`config.mk`:
```
export PLATFORM = sky130hd
export DESIGN_NAME = mat_quant_top
export DESIGN_NICKNAME = d
export VERILOG_FILES = /design/src/common/mq_pkg.sv /design/src/common/qrow_stream_if.sv /design/src/common/mreg_port_if.sv /design/src/source/mat_quant_top.sv /design/src/store/row_storer.sv /design/src/quant/quant_row.sv /design/src/quant/quant_ctrl.sv /design/src/load/row_loader.sv /design/src/source/matrix_reg.sv
export SDC_FILE = /design/constraint.sdc
export NUM_CORES = 1
export LEC_CHECK = 0
export CORE_ASPECT_RATIO = 1.75
export CORE_MARGIN = 2
export CORE_UTILIZATION = 58
export DETAILED_ROUTE_END_ITERATION = 6
export DONT_BUFFER_PORTS = 1
export PLACE_DENSITY = 0.81
export SLEW_MARGIN = 30
export SYNTH_ARGS = -nofsm -noshare
export SYNTH_HDL_FRONTEND = slang
export SYNTH_SLANG_ARGS = --single-unit
```
`constraint.sdc`:
```
create_clock -name clk -period 6.7 [get_ports clk]
set_input_delay 1.34 -clock clk [delete_from_list [all_inputs] [get_ports clk]]
set_output_delay 1.34 -clock clk [all_outputs]
set_load 0.02 [all_outputs]
```
`src/common/mq_pkg.sv`:
```
package mq_pkg;

  // --------------------------------------------------
  // ieee-754 single precision fields
  // --------------------------------------------------

  // exponent field width
  parameter int FP_EXP_W = 8;
  // mantissa field width, hidden one not counted
  parameter int FP_MANT_W = 23;
  // exponent bias
  parameter int FP_EXP_BIAS = 127;

  // --------------------------------------------------
  // quantized format
  // --------------------------------------------------

  // width of one quantized element
  parameter int Q_BITS = 8;
  // bit position the largest exponent lands on
  parameter int Q_TOP_BIT = 6;

  // one input element, raw fp32 bits
  typedef logic [31:0] fp32_t;

  // one quantized element
  typedef logic signed [Q_BITS-1:0] qint_t;

  // unbiased exponent, wide enough for -127..128 plus headroom
  typedef logic signed [9:0] exp_t;

  // job sequencing
  typedef enum logic [1:0] {
    IDLE,
    LOAD,
    EXEC
  } ctrl_state_e;

endpackage
```
`src/common/qrow_stream_if.sv`:
```
`timescale 1ns/1ps

interface qrow_stream_if
  import mq_pkg::*;
#(
  parameter int MAT_N = 4
);

  // quantized row, transfer on valid and ready both high
  logic  valid;
  logic  ready;
  qint_t row [MAT_N];

  // producer side
  modport src (
    output valid,
    output row,
    input  ready
  );

  // consumer side
  modport dst (
    input  valid,
    input  row,
    output ready
  );

endinterface

```
`src/common/mreg_port_if.sv`:
```
`timescale 1ns/1ps

interface mreg_port_if
  import mq_pkg::*;
#(
  parameter int MAT_N = 4
);

  localparam int AW = (MAT_N > 1) ? $clog2(MAT_N) : 1;

  // row write side
  logic          wen;
  logic [AW-1:0] waddr;
  fp32_t         wdata [MAT_N];

  // row or column read side, data one cycle after ren
  logic          ren;
  logic [AW-1:0] raddr;
  fp32_t         rdata [MAT_N];

  modport loader (output wen, output waddr, output wdata);

  modport reader (output ren, output raddr);

  modport mreg (
    input  wen,
    input  waddr,
    input  wdata,
    input  ren,
    input  raddr,
    output rdata
  );

endinterface

```
`src/source/mat_quant_top.sv`:
```
`timescale 1ns/1ps

module mat_quant_top
  import mq_pkg::*;
#(
  parameter int MAT_N = 4
) (
  input  logic  clk,
  input  logic  rstnn,
  // command
  input  logic  cmd_valid_i,
  input  logic  cmd_transpose_i,
  output logic  cmd_ready_o,
  // input rows
  input  logic  in_valid_i,
  input  logic  in_last_i,
  input  fp32_t in_row_i [MAT_N],
  output logic  in_ready_o,
  // output rows
  output logic  out_valid_o,
  output logic  out_last_o,
  output qint_t out_row_o [MAT_N],
  input  logic  out_ready_i,
  // status
  output exp_t  scale_exp_o,
  output logic  done_o
);

  // loader to controller
  logic load_done;
  exp_t exp_max_ld;
  // controller to loader, mreg and quantizer
  logic load_enable;
  logic transpose;
  exp_t exp_max_q;
  // read issue handshake
  logic adv;
  logic rd_valid;
  // storer back to controller
  logic last_row_done;

  mreg_port_if #(.MAT_N(MAT_N)) mreg_if ();
  qrow_stream_if #(.MAT_N(MAT_N)) qrow_if ();

  // --------------------------------------------------
  // load side
  // --------------------------------------------------

  row_loader #(.MAT_N(MAT_N)) row_loader_inst (
    .clk           (clk),
    .rstnn         (rstnn),
    .load_enable_i (load_enable),
    .in_valid_i    (in_valid_i),
    .in_last_i     (in_last_i),
    .in_row_i      (in_row_i),
    .in_ready_o    (in_ready_o),
    .load_done_o   (load_done),
    .exp_max_o     (exp_max_ld),
    .mreg          (mreg_if.loader)
  );

  // --------------------------------------------------
  // processing
  // --------------------------------------------------

  matrix_reg #(.MAT_N(MAT_N)) matrix_reg_inst (
    .clk         (clk),
    .rstnn       (rstnn),
    .transpose_i (transpose),
    .port        (mreg_if.mreg)
  );

  quant_ctrl #(.MAT_N(MAT_N)) quant_ctrl_inst (
    .clk             (clk),
    .rstnn           (rstnn),
    .cmd_valid_i     (cmd_valid_i),
    .cmd_transpose_i (cmd_transpose_i),
    .cmd_ready_o     (cmd_ready_o),
    .load_done_i     (load_done),
    .exp_max_i       (exp_max_ld),
    .load_enable_o   (load_enable),
    .transpose_o     (transpose),
    .exp_max_o       (exp_max_q),
    .adv_i           (adv),
    .rd_valid_o      (rd_valid),
    .last_row_done_i (last_row_done),
    .scale_exp_o     (scale_exp_o),
    .done_o          (done_o),
    .rd              (mreg_if.reader)
  );

  quant_row #(.MAT_N(MAT_N)) quant_row_inst (
    .clk        (clk),
    .rstnn      (rstnn),
    .rd_valid_i (rd_valid),
    .rdata_i    (mreg_if.rdata),
    .exp_max_i  (exp_max_q),
    .adv_o      (adv),
    .out        (qrow_if.src)
  );

  // --------------------------------------------------
  // store side
  // --------------------------------------------------

  row_storer #(.MAT_N(MAT_N)) row_storer_inst (
    .clk             (clk),
    .rstnn           (rstnn),
    .in              (qrow_if.dst),
    .out_valid_o     (out_valid_o),
    .out_last_o      (out_last_o),
    .out_row_o       (out_row_o),
    .out_ready_i     (out_ready_i),
    .last_row_done_o (last_row_done)
  );

endmodule

```
`src/store/row_storer.sv`:
```
`timescale 1ns/1ps

module row_storer
  import mq_pkg::*;
#(
  parameter int MAT_N = 4
) (
  input  logic  clk,
  input  logic  rstnn,
  qrow_stream_if.dst in,
  output logic  out_valid_o,
  output logic  out_last_o,
  output qint_t out_row_o [MAT_N],
  input  logic  out_ready_i,
  output logic  last_row_done_o
);

  localparam int AW = (MAT_N > 1) ? $clog2(MAT_N) : 1;

  logic          in_fire;
  logic          out_fire;
  // rows already sent in this job
  logic [AW-1:0] out_cnt;

  // register empty or emptying this cycle
  assign in.ready = !out_valid_o || out_ready_i;
  assign in_fire  = in.valid && in.ready;
  assign out_fire = out_valid_o && out_ready_i;

  always_ff @(posedge clk or negedge rstnn) begin
    if (!rstnn) begin
      out_valid_o <= 1'b0;
      out_cnt     <= '0;
    end else begin
      if (in_fire) begin
        out_valid_o <= 1'b1;
      end else if (out_ready_i) begin
        out_valid_o <= 1'b0;
      end
      // wraps after the last row
      if (out_fire) begin
        out_cnt <= out_last_o ? '0 : out_cnt + 1'b1;
      end
    end
  end

  // output row register
  always_ff @(posedge clk) begin
    if (in_fire) begin
      out_row_o <= in.row;
    end
  end

  assign out_last_o      = out_valid_o && (out_cnt == AW'(MAT_N - 1));
  // end of job seen by the controller
  assign last_row_done_o = out_fire && out_last_o;

  // held row must not change under back-pressure
  for (genvar c = 0; c < MAT_N; c++) begin : g_hold
    row_hold_a : assert property (
      @(posedge clk) disable iff (!rstnn)
      (out_valid_o && !out_ready_i) |=> (out_valid_o && $stable(out_row_o[c]))
    ) else $error("output element %0d changed while stalled", c);
  end

endmodule

```
`src/quant/quant_row.sv`:
```
`timescale 1ns/1ps

module quant_row
  import mq_pkg::*;
#(
  parameter int MAT_N = 4
) (
  input  logic  clk,
  input  logic  rstnn,
  input  logic  rd_valid_i,
  input  fp32_t rdata_i [MAT_N],
  input  exp_t  exp_max_i,
  output logic  adv_o,
  qrow_stream_if.src out
);

  // top mantissa bit of the largest exponent lands on Q_TOP_BIT
  localparam int SHIFT_BASE  = FP_MANT_W - Q_TOP_BIT;
  // shifting the full 24-bit mantissa out gives zero
  localparam int FLUSH_SHIFT = FP_MANT_W + 1;
  localparam int SW          = $clog2(FLUSH_SHIFT);

  // occupancy of mreg output, stage 1, stage 2
  logic data_v;
  logic s1_v;
  logic s2_v;
  logic s1_ld;
  logic s2_ld;

  // stage 1 inputs
  int               shift_full [MAT_N];
  logic             flush_d    [MAT_N];
  // stage 1 registers
  logic [FP_MANT_W:0] s1_mant  [MAT_N];
  logic [SW-1:0]      s1_shift [MAT_N];
  logic               s1_sign  [MAT_N];
  logic               s1_flush [MAT_N];
  // stage 2 inputs
  logic [FP_MANT_W:0] mag      [MAT_N];
  qint_t              q_d      [MAT_N];

  // --------------------------------------------------
  // flow control
  // --------------------------------------------------

  assign s2_ld = !s2_v || out.ready;
  assign s1_ld = !s1_v || s2_ld;
  // read data slot is free, or drains into stage 1 this cycle
  assign adv_o = !data_v || s1_ld;

  always_ff @(posedge clk or negedge rstnn) begin
    if (!rstnn) begin
      data_v <= 1'b0;
      s1_v   <= 1'b0;
      s2_v   <= 1'b0;
    end else begin
      if (rd_valid_i) begin
        data_v <= 1'b1;
      end else if (s1_ld) begin
        data_v <= 1'b0;
      end
      if (s1_ld) begin
        s1_v <= data_v;
      end
      if (s2_ld) begin
        s2_v <= s1_v;
      end
    end
  end

  // --------------------------------------------------
  // stage 1, shift amount per element
  // --------------------------------------------------

  // shift = base + emax - e, e unbiased
  always_comb begin
    for (int c = 0; c < MAT_N; c++) begin
      shift_full[c] = SHIFT_BASE + int'(exp_max_i)
                    - (int'(rdata_i[c][FP_MANT_W +: FP_EXP_W]) - FP_EXP_BIAS);
      flush_d[c]    = (rdata_i[c][FP_MANT_W +: FP_EXP_W] == '0)
                    || (shift_full[c] >= FLUSH_SHIFT);
    end
  end

  always_ff @(posedge clk) begin
    if (s1_ld && data_v) begin
      for (int c = 0; c < MAT_N; c++) begin
        // hidden one restored
        s1_mant[c]  <= {1'b1, rdata_i[c][FP_MANT_W-1:0]};
        s1_shift[c] <= SW'(shift_full[c]);
        s1_sign[c]  <= rdata_i[c][FP_EXP_W + FP_MANT_W];
        s1_flush[c] <= flush_d[c];
      end
    end
  end

  // --------------------------------------------------
  // stage 2, shift, sign, saturate-free pack
  // --------------------------------------------------

  // magnitude is at most 127 here, so the low Q_BITS hold it exactly
  always_comb begin
    for (int c = 0; c < MAT_N; c++) begin
      mag[c] = s1_mant[c] >> s1_shift[c];
      if (s1_flush[c]) begin
        q_d[c] = '0;
      end else if (s1_sign[c]) begin
        q_d[c] = -qint_t'(mag[c][Q_BITS-1:0]);
      end else begin
        q_d[c] = qint_t'(mag[c][Q_BITS-1:0]);
      end
    end
  end

  always_ff @(posedge clk) begin
    if (s2_ld && s1_v) begin
      out.row <= q_d;
    end
  end

  assign out.valid = s2_v;

endmodule

```
`src/quant/quant_ctrl.sv`:
```
`timescale 1ns/1ps

module quant_ctrl
  import mq_pkg::*;
#(
  parameter int MAT_N = 4
) (
  input  logic clk,
  input  logic rstnn,
  input  logic cmd_valid_i,
  input  logic cmd_transpose_i,
  output logic cmd_ready_o,
  input  logic load_done_i,
  input  exp_t exp_max_i,
  output logic load_enable_o,
  output logic transpose_o,
  output exp_t exp_max_o,
  input  logic adv_i,
  output logic rd_valid_o,
  input  logic last_row_done_i,
  output exp_t scale_exp_o,
  output logic done_o,
  mreg_port_if.reader rd
);

  localparam int AW = (MAT_N > 1) ? $clog2(MAT_N) : 1;
  localparam int CW = $clog2(MAT_N + 1);

  ctrl_state_e   state_q;
  ctrl_state_e   state_d;
  logic          cmd_fire;
  logic          issue;
  logic [CW-1:0] rd_cnt;
  exp_t          exp_q;

  assign cmd_fire = cmd_valid_i && cmd_ready_o;

  // --------------------------------------------------
  // job FSM
  // --------------------------------------------------

  always_comb begin
    state_d = state_q;
    case (state_q)
      IDLE: if (cmd_fire) state_d = LOAD;
      LOAD: if (load_done_i) state_d = EXEC;
      EXEC: if (last_row_done_i) state_d = IDLE;
      default: state_d = IDLE;
    endcase
  end

  // cmd_ready registered off the next state
  // low during reset, high from the first edge in IDLE
  always_ff @(posedge clk or negedge rstnn) begin
    if (!rstnn) begin
      state_q     <= IDLE;
      cmd_ready_o <= 1'b0;
      done_o      <= 1'b0;
      transpose_o <= 1'b0;
      exp_q       <= '0;
    end else begin
      state_q     <= state_d;
      cmd_ready_o <= (state_d == IDLE);
      // pulse in the cycle after the final output transfer
      done_o      <= (state_q == EXEC) && last_row_done_i;
      if (cmd_fire) begin
        transpose_o <= cmd_transpose_i;
      end
      // scale frozen for the whole EXEC phase and after
      if (state_q == LOAD && load_done_i) begin
        exp_q <= exp_max_i;
      end
    end
  end

  assign load_enable_o = (state_q == LOAD);
  assign exp_max_o     = exp_q;
  assign scale_exp_o   = exp_q;

  // --------------------------------------------------
  // read sequencing
  // --------------------------------------------------

  // one row per cycle while rows remain and the quantizer front can take it
  assign issue      = (rd_cnt < CW'(MAT_N)) && adv_i;
  assign rd.ren     = issue;
  assign rd.raddr   = rd_cnt[AW-1:0];
  assign rd_valid_o = issue;

  // counter rests at MAT_N when no job is reading
  // armed with row 0 on entry to EXEC
  always_ff @(posedge clk or negedge rstnn) begin
    if (!rstnn) begin
      rd_cnt <= CW'(MAT_N);
    end else if (state_q == LOAD && load_done_i) begin
      rd_cnt <= '0;
    end else if (issue) begin
      rd_cnt <= rd_cnt + 1'b1;
    end
  end

  // counter only armed while the FSM sits in EXEC
  read_in_exec_a : assert property (
    @(posedge clk) disable iff (!rstnn)
    rd.ren |-> (state_q == EXEC)
  ) else $error("matrix read issued outside EXEC");

  // storer only finishes once every row has been read out
  all_read_at_end_a : assert property (
    @(posedge clk) disable iff (!rstnn)
    last_row_done_i |-> (state_q == EXEC && rd_cnt == CW'(MAT_N))
  ) else $error("last row stored before all reads were issued");

endmodule

```
`src/load/row_loader.sv`:
```
`timescale 1ns/1ps

module row_loader
  import mq_pkg::*;
#(
  parameter int MAT_N = 4
) (
  input  logic  clk,
  input  logic  rstnn,
  input  logic  load_enable_i,
  input  logic  in_valid_i,
  input  logic  in_last_i,
  input  fp32_t in_row_i [MAT_N],
  output logic  in_ready_o,
  output logic  load_done_o,
  output exp_t  exp_max_o,
  mreg_port_if.loader mreg
);

  localparam int AW = (MAT_N > 1) ? $clog2(MAT_N) : 1;

  logic          fire;
  logic          last_row;
  logic [AW-1:0] row_cnt;
  // per element unbiased exponent
  exp_t          elem_exp [MAT_N];
  // largest exponent of the current row, and whether any element counts
  exp_t          row_max;
  logic          row_any;
  // running maximum over the job
  exp_t          emax_q;
  logic          any_q;

  // stop taking rows in the gap before the controller leaves LOAD
  assign in_ready_o = load_enable_i && !load_done_o;
  assign fire       = in_valid_i && in_ready_o;
  assign last_row   = (row_cnt == AW'(MAT_N - 1));

  // row goes straight into the matrix register
  assign mreg.wen   = fire;
  assign mreg.waddr = row_cnt;
  assign mreg.wdata = in_row_i;

  always_comb begin
    for (int c = 0; c < MAT_N; c++) begin
      elem_exp[c] = exp_t'(int'(in_row_i[c][FP_MANT_W +: FP_EXP_W]) - FP_EXP_BIAS);
    end
  end

  // zero exponent field means zero or subnormal, skipped
  always_comb begin
    row_max = '0;
    row_any = 1'b0;
    for (int c = 0; c < MAT_N; c++) begin
      if (in_row_i[c][FP_MANT_W +: FP_EXP_W] != '0) begin
        if (!row_any || elem_exp[c] > row_max) begin
          row_max = elem_exp[c];
        end
        row_any = 1'b1;
      end
    end
  end

  // row counter wraps after the last row, so each job starts at row 0
  always_ff @(posedge clk or negedge rstnn) begin
    if (!rstnn) begin
      row_cnt     <= '0;
      load_done_o <= 1'b0;
      emax_q      <= '0;
      any_q       <= 1'b0;
    end else begin
      load_done_o <= fire && last_row;
      if (fire) begin
        row_cnt <= last_row ? '0 : row_cnt + 1'b1;
        // first row restarts the maximum
        if (row_cnt == '0) begin
          emax_q <= row_max;
          any_q  <= row_any;
        end else begin
          if (row_any && (!any_q || row_max > emax_q)) begin
            emax_q <= row_max;
          end
          any_q <= any_q || row_any;
        end
      end
    end
  end

  // all-zero matrix reports exponent zero
  assign exp_max_o = any_q ? emax_q : '0;

  // source marks the final row of the matrix
  last_flag_a : assert property (
    @(posedge clk) disable iff (!rstnn)
    fire |-> (in_last_i == last_row)
  ) else $error("in_last_i not aligned with row %0d of the matrix", MAT_N);

endmodule

```
`src/source/matrix_reg.sv`:
```
`timescale 1ns/1ps

module matrix_reg
  import mq_pkg::*;
#(
  parameter int MAT_N = 4
) (
  input  logic clk,
  input  logic rstnn,
  input  logic transpose_i,
  mreg_port_if.mreg port
);

  // element storage, mem[row][col]
  fp32_t mem [MAT_N][MAT_N];

  // whole row written at once
  always_ff @(posedge clk) begin
    if (port.wen) begin
      mem[port.waddr] <= port.wdata;
    end
  end

  // registered read
  // transpose picks column raddr instead of row raddr
  always_ff @(posedge clk) begin
    if (port.ren) begin
      for (int c = 0; c < MAT_N; c++) begin
        if (transpose_i) begin
          port.rdata[c] <= mem[c][port.raddr];
        end else begin
          port.rdata[c] <= mem[port.raddr][c];
        end
      end
    end
  end

  // loading and readback never overlap, they belong to different job phases
  no_rw_overlap_a : assert property (
    @(posedge clk) disable iff (!rstnn)
    !(port.wen && port.ren)
  ) else $error("matrix register read and write in the same cycle");

endmodule

```
Yosys cells after proc, flatten, opt, wreduce, memory -nomap -nowiden --
Memory sizes are Yosys's and may differ from the RTL's. Index checks and enable logic that the tools add are counted.
Storage, ports and cells: register bits 230, latch bits 0, bits in writable memories 632, memory bits (read-only) 0, memories 5
Memories:
- matrix_reg_inst.mem | words 4, width 128, rd ports 5, clocked after memory_dff 0, wr ports 1, line matrix_reg.sv:15 | fp32_t mem [MAT_N][MAT_N];
- quant_row_inst.s1_mant | words 4, width 23, rd ports 4, clocked after memory_dff 0, wr ports 4, line quant_row.sv:34 | logic [FP_MANT_W:0] s1_mant [MAT_N];
- quant_row_inst.s1_shift | words 4, width 5, rd ports 4, clocked after memory_dff 0, wr ports 4, line quant_row.sv:35 | logic [SW-1:0] s1_shift [MAT_N];
- quant_row_inst.s1_flush | words 4, width 1, rd ports 4, clocked after memory_dff 0, wr ports 4, line quant_row.sv:37 | logic s1_flush [MAT_N];
- quant_row_inst.s1_sign | words 4, width 1, rd ports 4, clocked after memory_dff 0, wr ports 4, line quant_row.sv:36 | logic s1_sign [MAT_N];
Operators by class: add/sub/neg operators 20, multipliers 0, div/mod/pow operators 0, magnitude comparators 10, eq/ne operators 4, shifts and indexed selects 4, muxes and demuxes 51, bitwise operators 1, reductions and logical operators 52
Operators by type and width (count):
- two-way mux 32 bit | 12
- binary-select mux 32 bit (select 2 bit) | 4
- greater-or-equal comparator 32 x 6 -> 1 bit, second input constant | 4
- subtractor 32 bit | 4
- two-way mux 10 bit | 10
- >> shifter 24 x 5 -> 8 bit | 4
- subtractor 8 x 7 -> 9 bit, second input constant | 8
- > comparator 10 bit | 4
- logical NOT 8 bit | 4
- two-way mux 8 bit | 4
- negator 8 bit | 4
- nonzero test 8 bit | 4
- logical AND 1 bit | 14
- logical OR 1 bit | 13
- two-way mux 1 bit | 13
- adder 6 x 10 -> 11 bit, first input constant | 1
- two-way mux 2 bit | 5
- logical NOT 1 bit | 9
- nonzero test 2 bit | 4
- equality test 2 bit, second input constant | 3
- logical NOT 2 bit | 3
- two-way mux 3 bit | 2
- one-hot mux 2 bit (3 select lines) | 1
- adder 2 x 1 -> 2 bit, second input constant | 2
- 6 further kinds | 6

Depth between registers and ports, before layout --
depth after elaboration 19, gate-level depth with buffers 43

Hierarchy --
From an unflattened synthesis, not the netlist that was laid out.
Unflattened totals: cells, all modules 3143, area total of the unflattened synthesis 44783.0 um^2
Modules (own cells, without submodules):
- matrix_reg | times used 1, cells an instance 1526, area each 27071.0 um^2, sequential area each 19218.4 um^2
- quant_row | times used 1, cells an instance 987, area each 11882.6 um^2, sequential area each 4639.4 um^2
- row_loader | times used 1, cells an instance 521, area each 3853.7 um^2, sequential area each 325.3 um^2
- row_storer | times used 1, cells an instance 45, area each 1119.8 um^2, sequential area each 1036.0 um^2
- quant_ctrl | times used 1, cells an instance 64, area each 855.8 um^2, sequential area each 451.7 um^2

Worst setup path before layout --
No wires, ideal clock.
path kind input to register, from input port in_row_i[123] in the netlist's numbering, to register row_loader_inst.emax_q[2], data arrival time 9.453 ns, required time 6.574 ns, path slack -2.879 ns, stages 41, buffers on the path 3, path through and3_1 > nand2_1 > or3_1 > and3_1 > inv_1 > ha_1 > nand4_1 > o21ai_0 > nor3_1 > a22o_1 > buf_1 > mux2_2 > ha_1 > and4_1 > nand2_1 > or4b_1 > o2111a_2 > buf_6 > [... 5 more ...] > o211ai_1 > a21o_1 > a21oi_1 > o31ai_1 > clkbuf_1 > nor2_1 > a21oi_1 > ha_1 > nor2b_1 > o21a_1 > o21a_1 > o211ai_1 > a21boi_0 > o41ai_1 > a41o_1 > inv_1 > and2_1 > a221o_1
Between the ends: cells in the longest elaborated chain, start to end 19
RTL lines:
- from (decl) | line mat_quant_top.sv:17 | input fp32_t in_row_i [MAT_N],
- subtractor 8 x 7 -> 9 bit / nonzero test 8 bit (equally long branches) | line row_loader.sv:46, row_loader.sv:55
- two-way mux 10 bit / two-way mux 1 bit (equally long branches) | line row_loader.sv:55 | if (in_row_i[c][FP_MANT_W +: FP_EXP_W] != '0) begin
- > comparator 10 bit / logical NOT 1 bit (equally long branches) | line row_loader.sv:56 | if (!row_any || elem_exp[c] > row_max) begin
- logical OR 1 bit | line row_loader.sv:56
- two-way mux 10 bit | line row_loader.sv:56
- two-way mux 10 bit | line row_loader.sv:55
- > comparator 10 bit | line row_loader.sv:56
- logical OR 1 bit | line row_loader.sv:56
- [... 3 more ...]
- logical OR 1 bit | line row_loader.sv:56
- two-way mux 10 bit | line row_loader.sv:56
- two-way mux 10 bit | line row_loader.sv:55
- > comparator 10 bit | line row_loader.sv:80 | if (row_any && (!any_q || row_max > emax_q)) begin
- logical OR 1 bit | line row_loader.sv:80
- logical AND 1 bit | line row_loader.sv:80
- nonzero test 2 bit (no source line)
- AND reduction 2 bit (no source line)
- to (signal assigned) | line row_loader.sv:77 | emax_q <= row_max;
- to (signal assigned) | line row_loader.sv:81 | emax_q <= row_max;
- to (decl) | line row_loader.sv:31 | exp_t emax_q;
Parallel ways exist; a longest one is shown, timed or not. The select of a mux whose other input is x is not followed. A chain may end at the register's enable or synchronous reset.

Worst setup path after layout --
from input port in_row_i[91] in the netlist's numbering, to register row_loader_inst.emax_q[2]
Between the ends: cells in the longest elaborated chain, start to end 18
RTL lines:
- subtractor 8 x 7 -> 9 bit | line row_loader.sv:46 | elem_exp[c] = exp_t'(int'(in_row_i[c][FP_MANT_W +: FP_EXP_W]) - FP_EXP_BIAS);
- > comparator 10 bit | line row_loader.sv:56
- logical OR 1 bit | line row_loader.sv:56
- two-way mux 10 bit | line row_loader.sv:56
- two-way mux 10 bit | line row_loader.sv:55
- > comparator 10 bit | line row_loader.sv:56
- logical OR 1 bit | line row_loader.sv:56
- two-way mux 10 bit | line row_loader.sv:56
- [... 3 more ...]
- two-way mux 10 bit | line row_loader.sv:56
- two-way mux 10 bit (*) | line row_loader.sv:55
- named net row_loader_inst.row_max[1] | line row_loader.sv:28 | exp_t row_max;
- > comparator 10 bit (*) | line row_loader.sv:80
- logical OR 1 bit (*) | line row_loader.sv:80
- logical AND 1 bit (*) | line row_loader.sv:80
- nonzero test 2 bit (no source line) (*)
- AND reduction 2 bit (no source line) (*)
Mark *: on every way through the listed nets, which the timed path passes. The rest lies on a longest branch. The select of a mux whose other input is x is not followed.

==> summary.txt <==
Global routing
  • GR Util met2: 0.477
  • GR Util met1: 0.315
  • Grt met3 use: 0.0502
  • GRT Total Usage: 0.271
  • First-pass GRT wire length: 154000 µm
  • Vias in the first global route: 26.1k
  • Global route overflow: 0
  • Gr busiest metal: met2
  • Pin count of the biggest net entering global routing: 188
  • Initial antenna violation count: 1

Power and ir drop
  • Sw Pwr: 8.41 mW
  • Clock power frac: 0.189
  • Power Internal: 14.2 mW
  • Cell Pwr Density: 480 nW/µm²
  • Leak: 16.6 nW
  • Power, Total: 22.6 mW
  • Gate power share: 0.422
  • Peak supply drop: 0.000356 V
  • Seq pwr share: 0.389
  • Sw Ratio: 0.372

Layout
  • Final Cell Area: 47100 µm²
  • Area grow syn2layout: 10.5%
  • Final Non-Filler Cells: 3954
  • Proportion of layout cells with a drive suffix above 1: 0.201
  • Final nets: 3233

Synth
  • Number of synthesized register bits: 860
  • Post-synth EDFFs: 824
  • Post-synth ARST share: 0.0419
  • Synthesized area per cell: 14.7 µm²
  • Sequential area share after synthesis: 0.602
  • Main synth FF type: edfxtp_1
  • Post-Syn Area: 42600 µm²
  • Synth unique cells: 73
  • Post-synthesis net count: 3177
  • Ys Warns: 0
  • Post-Syn Instances: 2909

Clocking
  • TritonCTS buffer count: 75
  • Worst skew pair latency: 0.67 ns
  • Clk sink count: 860
  • Clock tree buffer depth: 3
  • H-tree levels: 3
  • CTS tree: built
  • Clock Root Buffer: clkbuf_16
  • Clock transition at path regs: 0.06 ns

STA
  • Final Slew Violations: 0
  • Final setup vio count: 9
  • Period utilization: 1.19
  • Slew @ Worst Pin: 1.14 ns
  • Hold violation count in the final report: 0
  • Final Hold Slack: 0.380 ns
  • Final setup margin: -1.28 ns
  • RSZ-0062 raised after global routing: yes
  • Max transition margin: 0.238
  • Fin crit period: 7.98 ns
  • Layout Skew: 0.0384 ns
  • F_max: 125 MHz

Run status
  • Failing checks: negative setup slack
  • Outcome: finished with violations

Drt
  • 1st-iter DRT viols: 2374
  • Final antenna-violating net count: 0
  • Avg WL per Cell: 25.6 µm
  • DRC: 0
  • Vias per cell: 6.38
  • Pre-Repair DR Iteration Count: 6
  • Routed Wire Length: 101000 µm
  • Total number of vias: 25.2k

Critical path
  • Critical-path maximum fanout: 8
  • Critical-path top delay cell: or4b_1
  • Most used cell, CP: o21a_1
  • Crit start category: input pin
  • Crit path DAT: 8.50 ns
  • Critical Path RT: 7.23 ns
  • CP Capture Type: flip-flop
  • CP peak stage delay: 0.47 ns
  • Critical path class: input pin to flip-flop

Floorplanning
  • Initial cell density of the core: 0.586
  • Die area: 75800 µm²
  • Die span in y: 363 µm
  • I/O pin count: 182
  • Die Wd: 209 µm
  • Site Rows: 131
  • Core box area: 72800 µm²

Min path
  • Hold Path Class: input pin to asynchronous set/reset pin

Flow run
  • MaxCap Viol Count: 0

Placed design
  • Post-DP Area: 44200 µm²
  • Port Buffers: 0
  • Post-DP HPWL: 72300 µm
  • DP Cell Count: 3801
  • Gpl congestion: 0.941
registers in the layout, summed over array words and instances (netlist names), 2 cells and up:
| signal | flops |
|---|---|
| row_loader_inst.emax_q | 9 |
| quant_row_inst.out.row | 32 |
| quant_row_inst.s1_shift | 20 |
| quant_ctrl_inst.state_q | 2 |
| quant_ctrl_inst.rd_cnt | 3 |
| matrix_reg_inst.port.rdata | 128 |
| row_loader_inst.mreg.waddr | 2 |
| quant_row_inst.s1_sign | 4 |
| row_storer_inst.out_cnt | 2 |
| quant_row_inst.s1_mant | 92 |
| quant_ctrl_inst.exp_max_o | 9 |
| matrix_reg_inst.mem | 512 |
| row_storer_inst.out_row_o | 32 |
| quant_row_inst.s1_flush | 4 |
cell type report:
type,instances,area (µm²)
diodes,1,2.50
flip-flops and latches,860,25700
clock buffers,87,1920
well taps,931,1160
inverters,100,378
clock inverters,47,484
multi-input cells,1805,16400
repair buffers,123,1060
fillers,5034,25700
cells by family (layout without fill, tap and decap cells):
kind of cell | count (synthesis) | count (layout) | synth area share
flops | 860 | 860 | 0.602
simple gates | 612 | 612 | 0.0644
compound gates | 485 | 485 | 0.0660
mux | 478 | 478 | 0.181
buf+inv | 244 | 357 | 0.0221
fa+ha+maj | 133 | 133 | 0.0440
xor+xnor | 97 | 97 | 0.0205
other cells | 0 | 1 | 0
routing by layer:
metal | vias to the layer above | part of all wire
met3 | 218 | 0.069
met1 | 12700 | 0.35
met5 | - | 0.00013
met4 | 2 | 0.056
li1 | 11300 | -
met2 | 993 | 0.52
Yosys cell counts (6+ instances only):
master / number / share of area
xor2_1: 34 / 0.0070
clkbuf_1: 90 / 0.0079
buf_1: 43 / 0.0038
nor2_1: 182 / 0.016
o21ai_0: 221 / 0.026
a21o_1: 26 / 0.0046
nor3_1: 14 / 0.0016
o22ai_1: 24 / 0.0035
xnor2_1: 60 / 0.012
mux4_2: 228 / 0.12
o21a_1: 13 / 0.0023
o211ai_1: 7 / 0.0012
nand2_1: 240 / 0.021
nand4_1: 20 / 0.0029
ha_1: 105 / 0.031
a211oi_1: 7 / 0.0012
a21boi_0: 15 / 0.0026
edfxtp_1: 824 / 0.58
buf_2: 7 / 0.00082
inv_1: 100 / 0.0088
nor4_1: 16 / 0.0023
and3_1: 14 / 0.0021
a31oi_1: 9 / 0.0013
nand2b_1: 19 / 0.0028
nor2b_1: 25 / 0.0037
dfrtp_1: 35 / 0.021
mux2i_1: 177 / 0.042
a21oi_1: 113 / 0.013
fa_1: 28 / 0.013
and2_1: 9 / 0.0013
mux2_2: 73 / 0.019
a2bb2oi_1: 6 / 0.0012
nand3_1: 50 / 0.0059
metrics by stage:
stage               setup WS (ns)   util  TNS, ns
finish                      -1.28  0.647   -10.79
global route                -1.59  0.647   -13.79
CTS                         -1.41  0.644   -11.96
detailed placement          -2.59  0.608   -22.59
global placement            -2.47  0.608   -21.39
floorplan                   -2.11      -   -17.47
power by group through the flow:
stage	registers [mW]	clock network (mW)	logic, mW
3_5_place_dp	8.93	0	9.31
5_1_grt	8.91	4.53	10.4
6_report	8.79	4.28	9.55
3_3_place_gp	8.83	0	8.94
2_1_floorplan	8.37	0	7.11
4_1_cts	8.83	4.35	9.43
final timing paths:
path	cells past startpoint	from	to	slack (ns)
min in group clk	0	quant_row_inst.out.row[19]$_SDFFCE_PP0P_	row_storer_inst.out_row_o[19]$_DFFE_PP_	0.40
max reg2reg	20	quant_ctrl_inst.exp_max_o[0]$_DFFE_PN0P_	quant_row_inst.s1_flush[2]$_DFFE_PP_	1.00
max in group asynchronous	0	rstnn	quant_ctrl_inst.rd_cnt[2]$_DFFE_PN1P_	6.14
min reg2reg	0	quant_row_inst.out.row[19]$_SDFFCE_PP0P_	row_storer_inst.out_row_o[19]$_DFFE_PP_	0.40
min	0	rstnn	quant_ctrl_inst.rd_cnt[1]$_DFFE_PN0P_	0.38
max	37	in_row_i[91]	row_loader_inst.emax_q[2]$_DFFE_PN0P_	-1.28
placed cells by master (no fill, tap or decap), types with 26 or more instances in the layout:
cell type | synthesis | layout
edfxtp_1 | 824 | 824
nand2_1 | 240 | 236
mux4_2 | 228 | 228
o21ai_0 | 221 | 216
nor2_1 | 182 | 181
mux2i_1 | 177 | 175
buf_4 | 3 | 110
a21oi_1 | 113 | 108
ha_1 | 105 | 98
inv_1 | 100 | 97
clkbuf_16 | 0 | 75
mux2_2 | 73 | 70
xnor2_1 | 60 | 59
nand3_1 | 50 | 45
dfrtp_1 | 35 | 32
xor2_1 | 34 | 30
fa_1 | 28 | 28
a21o_1 | 26 | 26
critical path, delay by kind of cell:
family	cells	cell delay, ns
AO/OA/AOI/OAI	17	3.32
XOR/XNOR	1	0.15
multiplexers	2	0.58
adder cells (fa/ha/maj)	4	1.12
buffers and inverters	2	0.21
AND/OR/NAND/NOR	11	1.78
what timing repair did:
action | in CTS | in global routing
endpoints found under the setup margin | 9 | 9
resized for setup | 27 | 23
setup buffers | 9 | 3
pin swaps | 22 | 9
hold buffers | 0 | 0
Note: power is estimated with default switching activity, not from simulation.
